[config.mk]
export PLATFORM = sky130hd
export DESIGN_NAME = ttlBridgeTop
export DESIGN_NICKNAME = d
export VERILOG_FILES = /design/src/rtl/ttlBridgePkg.sv /design/src/rtl/ctrlRegIf.sv /design/src/rtl/mstCmdIf.sv /design/src/rtl/apbRegBank.sv /design/src/rtl/ttlBridgeFsm.sv /design/src/rtl/ttlBridgeTop.sv /design/src/rtl/ttlBusSync.sv
export SDC_FILE = /design/constraint.sdc
export NUM_CORES = 1
export LEC_CHECK = 0
export BUFFER_PORTS_ARGS = -buffer_cell sky130_fd_sc_hd__buf_4
export CAP_MARGIN = 10
export CORE_MARGIN = 2
export CORE_UTILIZATION = 35
export DETAILED_ROUTE_END_ITERATION = 6
export PLACE_DENSITY = 0.68
export SLEW_MARGIN = 15
export SYNTH_ARGS = -nofsm -noshare
export SYNTH_HDL_FRONTEND = slang
export SYNTH_SLANG_ARGS = --single-unit
[constraint.sdc]
create_clock -name clk -period 9.7 [get_ports clk]
set_input_delay 0.97 -clock clk [delete_from_list [all_inputs] [get_ports clk]]
set_output_delay 0.97 -clock clk [all_outputs]
set_load 0.01 [all_outputs]
[src/rtl/ttlBridgePkg.sv]
package ttlBridgePkg;

	// Bus widths
	localparam int TtlAddrWidth = 16;
	localparam int TtlDataWidth = 8;
	localparam int MstAddrWidth = 32;
	localparam int MstDataWidth = 32;
	localparam int ApbAddrWidth = 5;
	localparam int StateWidth = 5;
	localparam int CtrlWidth = 4;
	localparam int IntrKinds = 3;

	typedef logic [TtlAddrWidth-1:0] ttlAddrT;
	typedef logic [TtlDataWidth-1:0] ttlDataT;
	typedef logic [MstAddrWidth-1:0] mstAddrT;
	typedef logic [MstDataWidth-1:0] mstDataT;
	typedef logic [ApbAddrWidth-1:0] apbAddrT;
	typedef logic [IntrKinds-1:0] intrKindT;

	// APB register map
	localparam apbAddrT RegCtrl = 5'h00;
	localparam apbAddrT RegStatus = 5'h04;
	localparam apbAddrT RegIntr = 5'h08;
	localparam apbAddrT RegBase = 5'h0C;
	localparam apbAddrT RegOvrAddr = 5'h10;
	localparam apbAddrT RegOvrData = 5'h14;
	localparam apbAddrT RegLast = 5'h18;

	// Intercept bit positions, control arms them one bit higher
	localparam int CtrlEnableBit = 0;
	localparam int IntrAddr = 0;
	localparam int IntrRead = 1;
	localparam int IntrWrite = 2;
	localparam int StatusBusyBit = 8;
	localparam int StatusErrBit = 9;

	// Byte returned to the device after a failed master read
	localparam ttlDataT ErrReadByte = 8'hFF;

	typedef enum logic [StateWidth-1:0] {
		Disabled, Idle, AddrIntr, MstReq, MstWait, ReadIntr, WriteIntr, Respond, Release
	} bridgeStateT;

endpackage

[src/rtl/ctrlRegIf.sv]
interface ctrlRegIf;
	import ttlBridgePkg::*;

	// Configuration from the register bank
	logic enable;
	intrKindT intrArm;
	mstAddrT baseAddr;
	ttlAddrT ovrAddr;
	ttlDataT ovrData;
	intrKindT intrPending;

	// Events and status from the FSM
	intrKindT intrSet;
	logic errSet;
	bridgeStateT state;
	logic busy;
	ttlAddrT lastAddr;
	ttlDataT lastData;

	modport bank (
		output enable, intrArm, baseAddr, ovrAddr, ovrData, intrPending,
		input intrSet, errSet, state, busy, lastAddr, lastData
	);

	modport fsm (
		input enable, intrArm, baseAddr, ovrAddr, ovrData, intrPending,
		output intrSet, errSet, state, busy, lastAddr, lastData
	);

endinterface

[src/rtl/mstCmdIf.sv]
interface mstCmdIf;
	import ttlBridgePkg::*;

	// Request side, held until cmdAck
	logic rdReq;
	logic wrReq;
	mstAddrT addr;
	mstDataT wrData;

	// Response side, error and rdData qualified by cmplt
	logic cmdAck;
	logic cmplt;
	logic error;
	mstDataT rdData;

	modport master (
		output rdReq, wrReq, addr, wrData,
		input cmdAck, cmplt, error, rdData
	);

	modport port (
		input rdReq, wrReq, addr, wrData,
		output cmdAck, cmplt, error, rdData
	);

endinterface

[src/rtl/apbRegBank.sv]
module apbRegBank (
	input  logic                  clk,
	input  logic                  rst_n,
	input  ttlBridgePkg::apbAddrT paddr,
	input  logic                  psel,
	input  logic                  penable,
	input  logic                  pwrite,
	input  ttlBridgePkg::mstDataT pwdata,
	output ttlBridgePkg::mstDataT prdata,
	output logic                  irq,
	ctrlRegIf.bank                regs
);
	import ttlBridgePkg::*;

	logic [CtrlWidth-1:0] ctrlReg;
	mstAddrT baseReg;
	ttlAddrT ovrAddrReg;
	ttlDataT ovrDataReg;
	intrKindT pendReg;
	logic errReg;
	logic wrEn;
	intrKindT pendClr;
	logic errClr;

	// APB2 access phase, no wait states
	assign wrEn = psel && penable && pwrite;

	// Write-1-to-clear strobes
	assign pendClr = (wrEn && paddr == RegIntr) ? pwdata[IntrKinds-1:0] : '0;
	assign errClr = wrEn && (paddr == RegStatus) && pwdata[StatusErrBit];

	always_ff @(posedge clk) begin
		if (!rst_n) begin
			ctrlReg <= '0;
			baseReg <= '0;
			ovrAddrReg <= '0;
			ovrDataReg <= '0;
			pendReg <= '0;
			errReg <= 1'b0;
		end else begin
			if (wrEn) begin
				case (paddr)
					RegCtrl: ctrlReg <= pwdata[CtrlWidth-1:0];
					RegBase: baseReg <= pwdata;
					RegOvrAddr: ovrAddrReg <= pwdata[TtlAddrWidth-1:0];
					RegOvrData: ovrDataReg <= pwdata[TtlDataWidth-1:0];
					default: ;
				endcase
			end
			// A new event wins over a clear in the same cycle
			pendReg <= (pendReg & ~pendClr) | regs.intrSet;
			errReg <= (errReg & ~errClr) | regs.errSet;
		end
	end

	always_comb begin
		prdata = '0;
		case (paddr)
			RegCtrl: prdata[CtrlWidth-1:0] = ctrlReg;
			RegStatus: begin
				prdata[StateWidth-1:0] = regs.state;
				prdata[StatusBusyBit] = regs.busy;
				prdata[StatusErrBit] = errReg;
			end
			RegIntr: prdata[IntrKinds-1:0] = pendReg;
			RegBase: prdata = baseReg;
			RegOvrAddr: prdata[TtlAddrWidth-1:0] = ovrAddrReg;
			RegOvrData: prdata[TtlDataWidth-1:0] = ovrDataReg;
			RegLast: prdata[TtlAddrWidth+TtlDataWidth-1:0] = {regs.lastAddr, regs.lastData};
			default: prdata = '0;
		endcase
	end

	assign irq = |pendReg;

	assign regs.enable = ctrlReg[CtrlEnableBit];
	assign regs.intrArm = ctrlReg[CtrlWidth-1:1];
	assign regs.baseAddr = baseReg;
	assign regs.ovrAddr = ovrAddrReg;
	assign regs.ovrData = ovrDataReg;
	assign regs.intrPending = pendReg;

endmodule

[src/rtl/ttlBridgeFsm.sv]
module ttlBridgeFsm (
	input  logic                  clk,
	input  logic                  rst_n,
	input  logic                  ceSync,
	input  logic                  oeSync,
	input  logic                  weSync,
	input  ttlBridgePkg::ttlAddrT addrCap,
	input  ttlBridgePkg::ttlDataT dataCap,
	output ttlBridgePkg::ttlDataT dataOut,
	output logic                  dataOe,
	ctrlRegIf.fsm                 regs,
	mstCmdIf.master               mst
);
	import ttlBridgePkg::*;

	bridgeStateT state;
	bridgeStateT stateNext;
	ttlAddrT accAddr;
	ttlDataT accData;
	logic isWrite;
	logic rdValid;
	logic accessSeen;
	logic intrDone;
	intrKindT waitMask;
	intrKindT intrEnter;

	assign accessSeen = ceSync && (weSync || oeSync);

	// Pending bit owned by the current intercept state
	always_comb begin
		waitMask = '0;
		case (state)
			AddrIntr: waitMask[IntrAddr] = 1'b1;
			ReadIntr: waitMask[IntrRead] = 1'b1;
			WriteIntr: waitMask[IntrWrite] = 1'b1;
			default: waitMask = '0;
		endcase
	end

	// The set pulse is still on its way to the bank in the first intercept cycle
	assign intrDone = (regs.intrSet == '0) && ((regs.intrPending & waitMask) == '0);

	always_comb begin
		stateNext = state;
		case (state)
			Disabled: begin
				if (regs.enable)
					stateNext = Idle;
			end
			Idle: begin
				if (!regs.enable)
					stateNext = Disabled;
				else if (accessSeen) begin
					if (regs.intrArm[IntrAddr])
						stateNext = AddrIntr;
					else if (weSync && regs.intrArm[IntrWrite])
						stateNext = WriteIntr;
					else
						stateNext = MstReq;
				end
			end
			AddrIntr: begin
				if (intrDone)
					stateNext = (isWrite && regs.intrArm[IntrWrite]) ? WriteIntr : MstReq;
			end
			WriteIntr: begin
				if (intrDone)
					stateNext = MstReq;
			end
			MstReq: stateNext = MstWait;
			MstWait: begin
				// Failed reads skip the read intercept
				if (mst.cmplt)
					stateNext = (!isWrite && !mst.error && regs.intrArm[IntrRead]) ?
						ReadIntr : Respond;
			end
			ReadIntr: begin
				if (intrDone)
					stateNext = Respond;
			end
			Respond: stateNext = Release;
			Release: begin
				if (!ceSync && !oeSync && !weSync)
					stateNext = Idle;
			end
			default: stateNext = Disabled;
		endcase
	end

	// One set pulse on entry to an intercept state
	always_comb begin
		intrEnter = '0;
		if (stateNext != state) begin
			intrEnter[IntrAddr] = (stateNext == AddrIntr);
			intrEnter[IntrRead] = (stateNext == ReadIntr);
			intrEnter[IntrWrite] = (stateNext == WriteIntr);
		end
	end

	always_ff @(posedge clk) begin
		if (!rst_n) begin
			state <= Disabled;
			mst.rdReq <= 1'b0;
			mst.wrReq <= 1'b0;
			regs.intrSet <= '0;
			regs.errSet <= 1'b0;
			regs.lastAddr <= '0;
			regs.lastData <= '0;
			rdValid <= 1'b0;
		end else begin
			state <= stateNext;
			regs.intrSet <= intrEnter;
			regs.errSet <= (state == MstWait) && mst.cmplt && mst.error;
			// Request held until acknowledged
			if (state == MstReq) begin
				mst.rdReq <= !isWrite;
				mst.wrReq <= isWrite;
			end else if (mst.cmdAck) begin
				mst.rdReq <= 1'b0;
				mst.wrReq <= 1'b0;
			end
			if (state == Respond) begin
				regs.lastAddr <= accAddr;
				regs.lastData <= accData;
				rdValid <= !isWrite;
			end else if (!oeSync || !ceSync) begin
				rdValid <= 1'b0;
			end
		end
	end

	// Access payload
	always_ff @(posedge clk) begin
		case (state)
			Idle: begin
				if (accessSeen) begin
					accAddr <= addrCap;
					isWrite <= weSync;
					if (weSync)
						accData <= dataCap;
				end
			end
			AddrIntr: begin
				if (intrDone)
					accAddr <= regs.ovrAddr;
			end
			WriteIntr: begin
				if (intrDone)
					accData <= regs.ovrData;
			end
			MstReq: begin
				mst.addr <= regs.baseAddr + mstAddrT'(accAddr);
				mst.wrData <= mstDataT'(accData);
			end
			MstWait: begin
				if (mst.cmplt && !isWrite)
					accData <= mst.error ? ErrReadByte : mst.rdData[TtlDataWidth-1:0];
			end
			ReadIntr: begin
				if (intrDone)
					accData <= regs.ovrData;
			end
			Respond: dataOut <= accData;
			default: ;
		endcase
	end

	// Drive only while the device still reads
	assign dataOe = rdValid && ceSync && oeSync;

	assign regs.state = state;
	assign regs.busy = (state != Disabled) && (state != Idle);

endmodule

[src/rtl/ttlBridgeTop.sv]
module ttlBridgeTop (
	input  logic                  clk,
	input  logic                  rst_n,
	input  logic                  ttlCeN,
	input  logic                  ttlOeN,
	input  logic                  ttlWeN,
	input  ttlBridgePkg::ttlAddrT ttlAddr,
	input  ttlBridgePkg::ttlDataT ttlDataIn,
	output ttlBridgePkg::ttlDataT ttlDataOut,
	output logic                  ttlDataOe,
	input  ttlBridgePkg::apbAddrT paddr,
	input  logic                  psel,
	input  logic                  penable,
	input  logic                  pwrite,
	input  ttlBridgePkg::mstDataT pwdata,
	output ttlBridgePkg::mstDataT prdata,
	output logic                  irq,
	output logic                  mstRdReq,
	output logic                  mstWrReq,
	output ttlBridgePkg::mstAddrT mstAddr,
	output ttlBridgePkg::mstDataT mstWrData,
	input  logic                  mstCmdAck,
	input  logic                  mstCmplt,
	input  logic                  mstError,
	input  ttlBridgePkg::mstDataT mstRdData
);

	logic ceSync;
	logic oeSync;
	logic weSync;
	ttlBridgePkg::ttlAddrT addrCap;
	ttlBridgePkg::ttlDataT dataCap;

	mstCmdIf mstBus ();
	ctrlRegIf ctrlBus ();

	ttlBusSync i_ttlBusSync (
		.clk(clk), .rst_n(rst_n),
		.ceN(ttlCeN), .oeN(ttlOeN), .weN(ttlWeN),
		.addr(ttlAddr), .dataIn(ttlDataIn),
		.ceSync(ceSync), .oeSync(oeSync), .weSync(weSync),
		.addrCap(addrCap), .dataCap(dataCap)
	);

	apbRegBank i_apbRegBank (
		.clk(clk), .rst_n(rst_n),
		.paddr(paddr), .psel(psel), .penable(penable), .pwrite(pwrite),
		.pwdata(pwdata), .prdata(prdata), .irq(irq),
		.regs(ctrlBus.bank)
	);

	ttlBridgeFsm i_ttlBridgeFsm (
		.clk(clk), .rst_n(rst_n),
		.ceSync(ceSync), .oeSync(oeSync), .weSync(weSync),
		.addrCap(addrCap), .dataCap(dataCap),
		.dataOut(ttlDataOut), .dataOe(ttlDataOe),
		.regs(ctrlBus.fsm), .mst(mstBus.master)
	);

	// Master command channel out to the pins
	assign mstRdReq = mstBus.rdReq;
	assign mstWrReq = mstBus.wrReq;
	assign mstAddr = mstBus.addr;
	assign mstWrData = mstBus.wrData;
	assign mstBus.cmdAck = mstCmdAck;
	assign mstBus.cmplt = mstCmplt;
	assign mstBus.error = mstError;
	assign mstBus.rdData = mstRdData;

endmodule

[src/rtl/ttlBusSync.sv]
module ttlBusSync (
	input  logic                  clk,
	input  logic                  rst_n,
	input  logic                  ceN,
	input  logic                  oeN,
	input  logic                  weN,
	input  ttlBridgePkg::ttlAddrT addr,
	input  ttlBridgePkg::ttlDataT dataIn,
	output logic                  ceSync,
	output logic                  oeSync,
	output logic                  weSync,
	output ttlBridgePkg::ttlAddrT addrCap,
	output ttlBridgePkg::ttlDataT dataCap
);
	import ttlBridgePkg::*;

	// Strobes packed as {ce, oe, we}, still active low
	logic [2:0] strbMeta;
	logic [2:0] strbSync;
	ttlAddrT addrMeta;
	ttlDataT dataMeta;

	always_ff @(posedge clk) begin
		if (!rst_n) begin
			strbMeta <= 3'b111;
			strbSync <= 3'b111;
		end else begin
			strbMeta <= {ceN, oeN, weN};
			strbSync <= strbMeta;
		end
	end

	// Same two-stage delay so address and data line up with the strobes
	always_ff @(posedge clk) begin
		addrMeta <= addr;
		dataMeta <= dataIn;
		addrCap <= addrMeta;
		dataCap <= dataMeta;
	end

	assign ceSync = ~strbSync[2];
	assign oeSync = ~strbSync[1];
	assign weSync = ~strbSync[0];

endmodule

[Yosys cells after proc, flatten, opt, wreduce, memory -nomap -nowiden]
Cells that the tools add are included.
Word-level totals
  register bits: 227
  input bits: 104
Cells by class
  $add $sub $neg: 1
  equal/unequal tests: 24
  muxes and demuxes: 39
  bitwise operators: 10
  reductions and logical operators: 42
Operators by type and width (number)
  8-bit two-way mux: 6
  5-bit two-way mux: 9
  5-bit one-hot mux with 9 select lines: 1
  5-bit by 3-bit equality test with 1-bit output, second input constant: 7
  32-bit by 16-bit adder with 32-bit output: 1
  16-bit two-way mux: 2
  16-bit one-hot mux with 2 select lines: 1
  8-bit one-hot mux with 3 select lines: 1
  3-bit one-hot mux with 7 select lines: 1
  1-bit logical AND: 19
  6-bit one-hot mux with 3 select lines: 1
  8-bit one-hot mux with 2 select lines: 1
  5-bit by 2-bit equality test with 1-bit output, second input constant: 3
  5-bit by 4-bit equality test with 1-bit output, second input constant: 3
  5-bit equality test, second input constant: 3
  3-bit one-hot mux with 4 select lines: 1
  2-bit AND reduction: 6
  5-bit zero test: 2
  3-bit two-way mux: 3
  1-bit two-way mux: 8
  2-bit one-hot mux with 4 select lines: 1
  3-bit bitwise AND: 2
  3-bit zero test: 2
  2-bit by 1-bit inequality test with 1-bit output, second input constant: 3
  other kinds (21): 29

[Depth between registers and ports, before layout]
  word-level depth: 9
  depth in mapped cells: 10
  depth with buffers taken out: 10

[Cells and area by module]
Synthesis repeated with hierarchy kept, for this count alone.
Unflattened totals
  cell total of the unflattened synthesis: 1002
  area, all modules: 9763.1 µm²
Modules (own cells, without submodules)
  ttlBridgeFsm: times used 1, cells an instance 558, area an instance 5545.3 µm², seq. area each 2912.8 µm²
  apbRegBank: times used 1, cells an instance 381, area an instance 3088.0 µm², seq. area each 1281.2 µm²
  ttlBusSync: times used 1, cells an instance 63, area an instance 1129.8 µm², seq. area each 1081.0 µm²

[Worst setup path before layout]
No wires, ideal clock.
  path kind: input port to output port
  from: input port paddr[2]
  to: output port prdata[1]
  arrival time: 2.214 ns
  required time: 8.730 ns
  slack: 6.516 ns
  cell stages on the path: 7
  buffers on the path: 3
  cells stage by stage: clkbuf_1 > nor2b_1 > and3_1 > clkbuf_1 > clkbuf_1 > a222oi_1 > nand2_1
Between the ends
  word-level cells in the longest chain between the ends: 2
RTL lines
  start: declaration: RTL line ttlBridgeTop.sv:11  | input ttlBridgePkg::apbAddrT paddr,
  5-bit equality test, or another cell as far along: RTL line apbRegBank.sv:58  | case (paddr)
  3-bit one-hot mux with 7 select lines (*): RTL line apbRegBank.sv:58
  end: declaration: RTL line ttlBridgeTop.sv:16  | output ttlBridgePkg::mstDataT prdata,
Every way passes the cells marked *; elsewhere a longest branch is shown, timed or not.

[Worst setup path in the final report]
  from: input port paddr[1]
  to: output port prdata[6]
Between the ends
  word-level cells in the longest chain between the ends: 2
RTL lines (RTL line)
  5-bit equality test / 5-bit by 4-bit equality test with 1-bit output (equally long branches): apbRegBank.sv:58
  3-bit one-hot mux with 4 select lines (*): apbRegBank.sv:58
Marks and branches as above.

==> results.cfg <==
[global_routing]
grt_pass1_vias = 7248
antenna_found_initial = 0
grt_usage_pct = 17.2
grt_start_max_net_pins = 103
grt_pass1_wl_um = 39000
overflow = 0

[routing]
routed_wl_um = 25000
routed_via_density = 5.04
drc = 0
wl_per_cell_um = 17.0
initialDrtViolationCount = 595
via_count = 7384
met2_length_um = 11900
dr_wl_met3_um = 1820
highest_layer = met4
dr.pass1.iters = 5
wl_met1_um = 10700
ant_nets = 0

[timing]
period_needed_ns = 3.82
period_share_pct = 39.4
grt_setup_unrepaired = no
setup_viol = 0
skew_ns = 0.0202
timing.fmax_mhz = 262
finalHoldViolations = 0
tightestPinTransition_ns = 1.13
drv_slew = 0
relSlewSlack_pct = 24.9
tns_ns = 0

[job]
cap_violations = 0

[pwr]
power_density_mw_per_mm2 = 172
peakVddDrop_mv = 0.105
share_comb_of_total_power_pct = 3.2
power_switching_uw = 410
internal_power_mw = 1.62
p_leak_nw = 4.74
p_clk_share_pct = 47.8
seqPwrFrac_pct = 49.0
netSwitchingFraction_pct = 20.2

[hold_path]
hold_class = reg2reg

[setup_path]
crit_fanout = 18
critPathArrivalTime_ns = 2.85
critPathSlowestCell = and3b_1
path_buf_inv = 2
critical_path_required_ns = 8.73
critPathMostFrequentCell = buf_4
max_stage_delay_ns = 0.75
path_cells = buf_4 -> nor3_2 -> and3b_1 -> a222oi_1 -> nand2_1 -> buf_4
cp_top_family = simple AND/OR/NAND/NOR gates
crit_path_end_kind = output pin
critPathKind = in2out
start_kind = input port

[placement]
hpwlAfterDp_um = 17900
finalWeightedCongestion = 0.865
dpl.cell_count = 1420
port_buffers = 163

[logic_synthesis]
seq_area_frac_synth_pct = 55.4
synthCells = 960
synth_top_family_by_area = simple AND/OR/NAND/NOR gates
synth_commonest_cells = nand2_1, dfxtp_1, edfxtp_1, a21boi_0, clkbuf_1
synthDistinctLibCells = 62
synthTopCellsByArea = dfxtp_1, edfxtp_1, nand2_1, a21boi_0, ha_1
synth-async-reset-ratio_pct = 0
yosysWarningCount = 0
synthXorXnorAreaFrac_pct = 2.67
synth.area.mux_share_pct = 1.79
synth_compound_area_share_pct = 14.9
syn_area_mm2 = 0.00953
synthFlopType = dfxtp_1
ys_ff_latch = 227
synth_fa_ha_area_share_pct = 2.31
yosysTopAreaCellShare_pct = 32.4
synth_top_area_cell = dfxtp_1
synth-edff-count = 73
yosysMostFrequentCell = nand2_1
synth-simple-area-share_pct = 18.4
syn_avg_cell_area_um2 = 9.93

[clocking]
ctsRootBufferMaster = clkbuf_16
numCtsBuffers = 25
cts_setup_buffers = 0
cts_sinks = 227
cts_hold_buf = 0
cts_tree = done
ctsHtreeMaxLevel = 1
ctsResizeCount = 0
cts_buffer_depth = 3
clk_pin_slew_ns = 0.06
clk_latency_ns = 0.53

[floorplanning]
coreArea_mm2 = 0.0269
io_pins = 212
die_h_um = 169
die_area_mm2 = 0.0286
row_count = 60
start_util_pct = 35.5
die_x_um = 169

[layout]
syn_to_final_growth_pct = 23.7
final_core_util_pct = 43.9
final.fill_count = 2569
diodes = 0
fin_cells = 1466
nets = 1227
drive_above_1_share_pct = 19.3

[status]
status = completed
per-stage QoR:
| step | setup WS, ns | hold slack [ns] | area, um^2 | power (mW) |
|---|---|---|---|---|
| after floorplan | 6.52 | 0.310 | 9620 | 1.05 |
| after global placement | 5.86 | 0.313 | 10900 | 1.08 |
| after detailed placement | 5.91 | 0.312 | 10900 | 1.08 |
| after CTS | 5.92 | 0.325 | 11800 | 2.05 |
| after global routing | 5.77 | 0.327 | 11800 | 2.10 |
| final | 5.88 | 0.319 | 11800 | 2.03 |
worst register-to-register path, delay by kind of cell, from the launching register on:
| family | cells | cell delay [ns] |
|---|---|---|
| compound gates | 5 | 1.70 |
| flops | 1 | 0.66 |
| simple gates | 1 | 0.25 |
cells by family (layout without fill, tap and decap cells):
family	after synthesis	after routing
AO/OA/AOI/OAI	195	195
flip-flops	227	227
XOR/XNOR	29	29
other	1	25
adder cells (fa/ha/maj)	17	17
multiplexers	17	17
buffers and inverters	89	230
AND/OR/NAND/NOR	385	385
power by group through the flow:
stage,clock network (mW),logic (mW),registers [mW]
after global routing,1.03,0.0703,0.994
after global placement,0,0.0641,1.01
after detailed placement,0,0.0645,1.01
final,0.969,0.0645,0.993
after floorplan,0,0.0362,1.01
after CTS,0.992,0.0647,0.993
state kept, by name, summed over array words and instances, names as in the netlist, 8 cells and up:
name and cells:
i_ttlBridgeFsm.mst.wrData 8, i_ttlBridgeFsm.regs.lastAddr 16, i_apbRegBank.regs.baseAddr 32, i_ttlBusSync.addrMeta 16, i_ttlBridgeFsm.accAddr 16, i_ttlBridgeFsm.accData 8, i_apbRegBank.regs.ovrData 8, i_ttlBusSync.addrCap 16
i_ttlBridgeFsm.dataOut 8, i_ttlBusSync.dataCap 8, i_ttlBridgeFsm.regs.lastData 8, i_ttlBusSync.dataMeta 8, i_ttlBridgeFsm.mst.addr 32, i_apbRegBank.regs.ovrAddr 16
cells in the final DEF, fill, tap and decap left out, types with 6 or more instances in the layout:
cell,Yosys,final
nand2_1,238,238
buf_4,24,169
dfxtp_1,154,154
edfxtp_1,73,73
a21boi_0,69,69
a21oi_1,32,32
nor2_1,30,29
conb_1,1,25
clkbuf_16,0,25
nor2b_1,24,24
xnor2_1,19,19
and2_1,19,19
o21ai_0,18,18
nand3_1,17,17
mux2i_1,17,17
ha_1,16,16
inv_1,14,14
a222oi_1,13,13
and3_1,11,11
xor2_1,10,10
a22o_1,9,9
nor3_1,9,9
a21o_1,8,8
a22oi_1,8,8
o22ai_1,8,8
nand2b_1,8,8
nor3b_1,7,7
clkinv_2,0,7
clkbuf_1,40,6
path summary, 6_finish.rpt:
kind                                           start                                   to  cells past startpoint  slack [ns]
max                                         paddr[1]                            prdata[6]                      6        5.88
min                 i_ttlBusSync.addrMeta[5]$_DFF_P_      i_ttlBusSync.addrCap[5]$_DFF_P_                      0        0.32
max reg2reg  i_ttlBridgeFsm.regs.state[1]$_SDFF_PN0_  i_ttlBridgeFsm.accData[3]$_DFFE_PP_                      6        6.72
min reg2reg         i_ttlBusSync.addrMeta[5]$_DFF_P_      i_ttlBusSync.addrCap[5]$_DFF_P_                      0        0.32
metal layers:
metal  global-route usage, %  up-vias
met5                       0        -
met4                    5.05        0
met3                    3.41       35
met2                    29.2      266
met1                    22.2     3488
li1                        -     3595
layout make-up:
class	count	area, um^2	area share (%)
clock inverter	13	168	1.42
tap	341	427	3.62
clock buffer	33	676	5.73
sequential	227	5280	44.8
timing repair buffer	169	1270	10.8
multi-input combinational	668	3920	33.2
inverter	15	56.3	0.478
No activity file was read; power rests on OpenSTA's default activity.
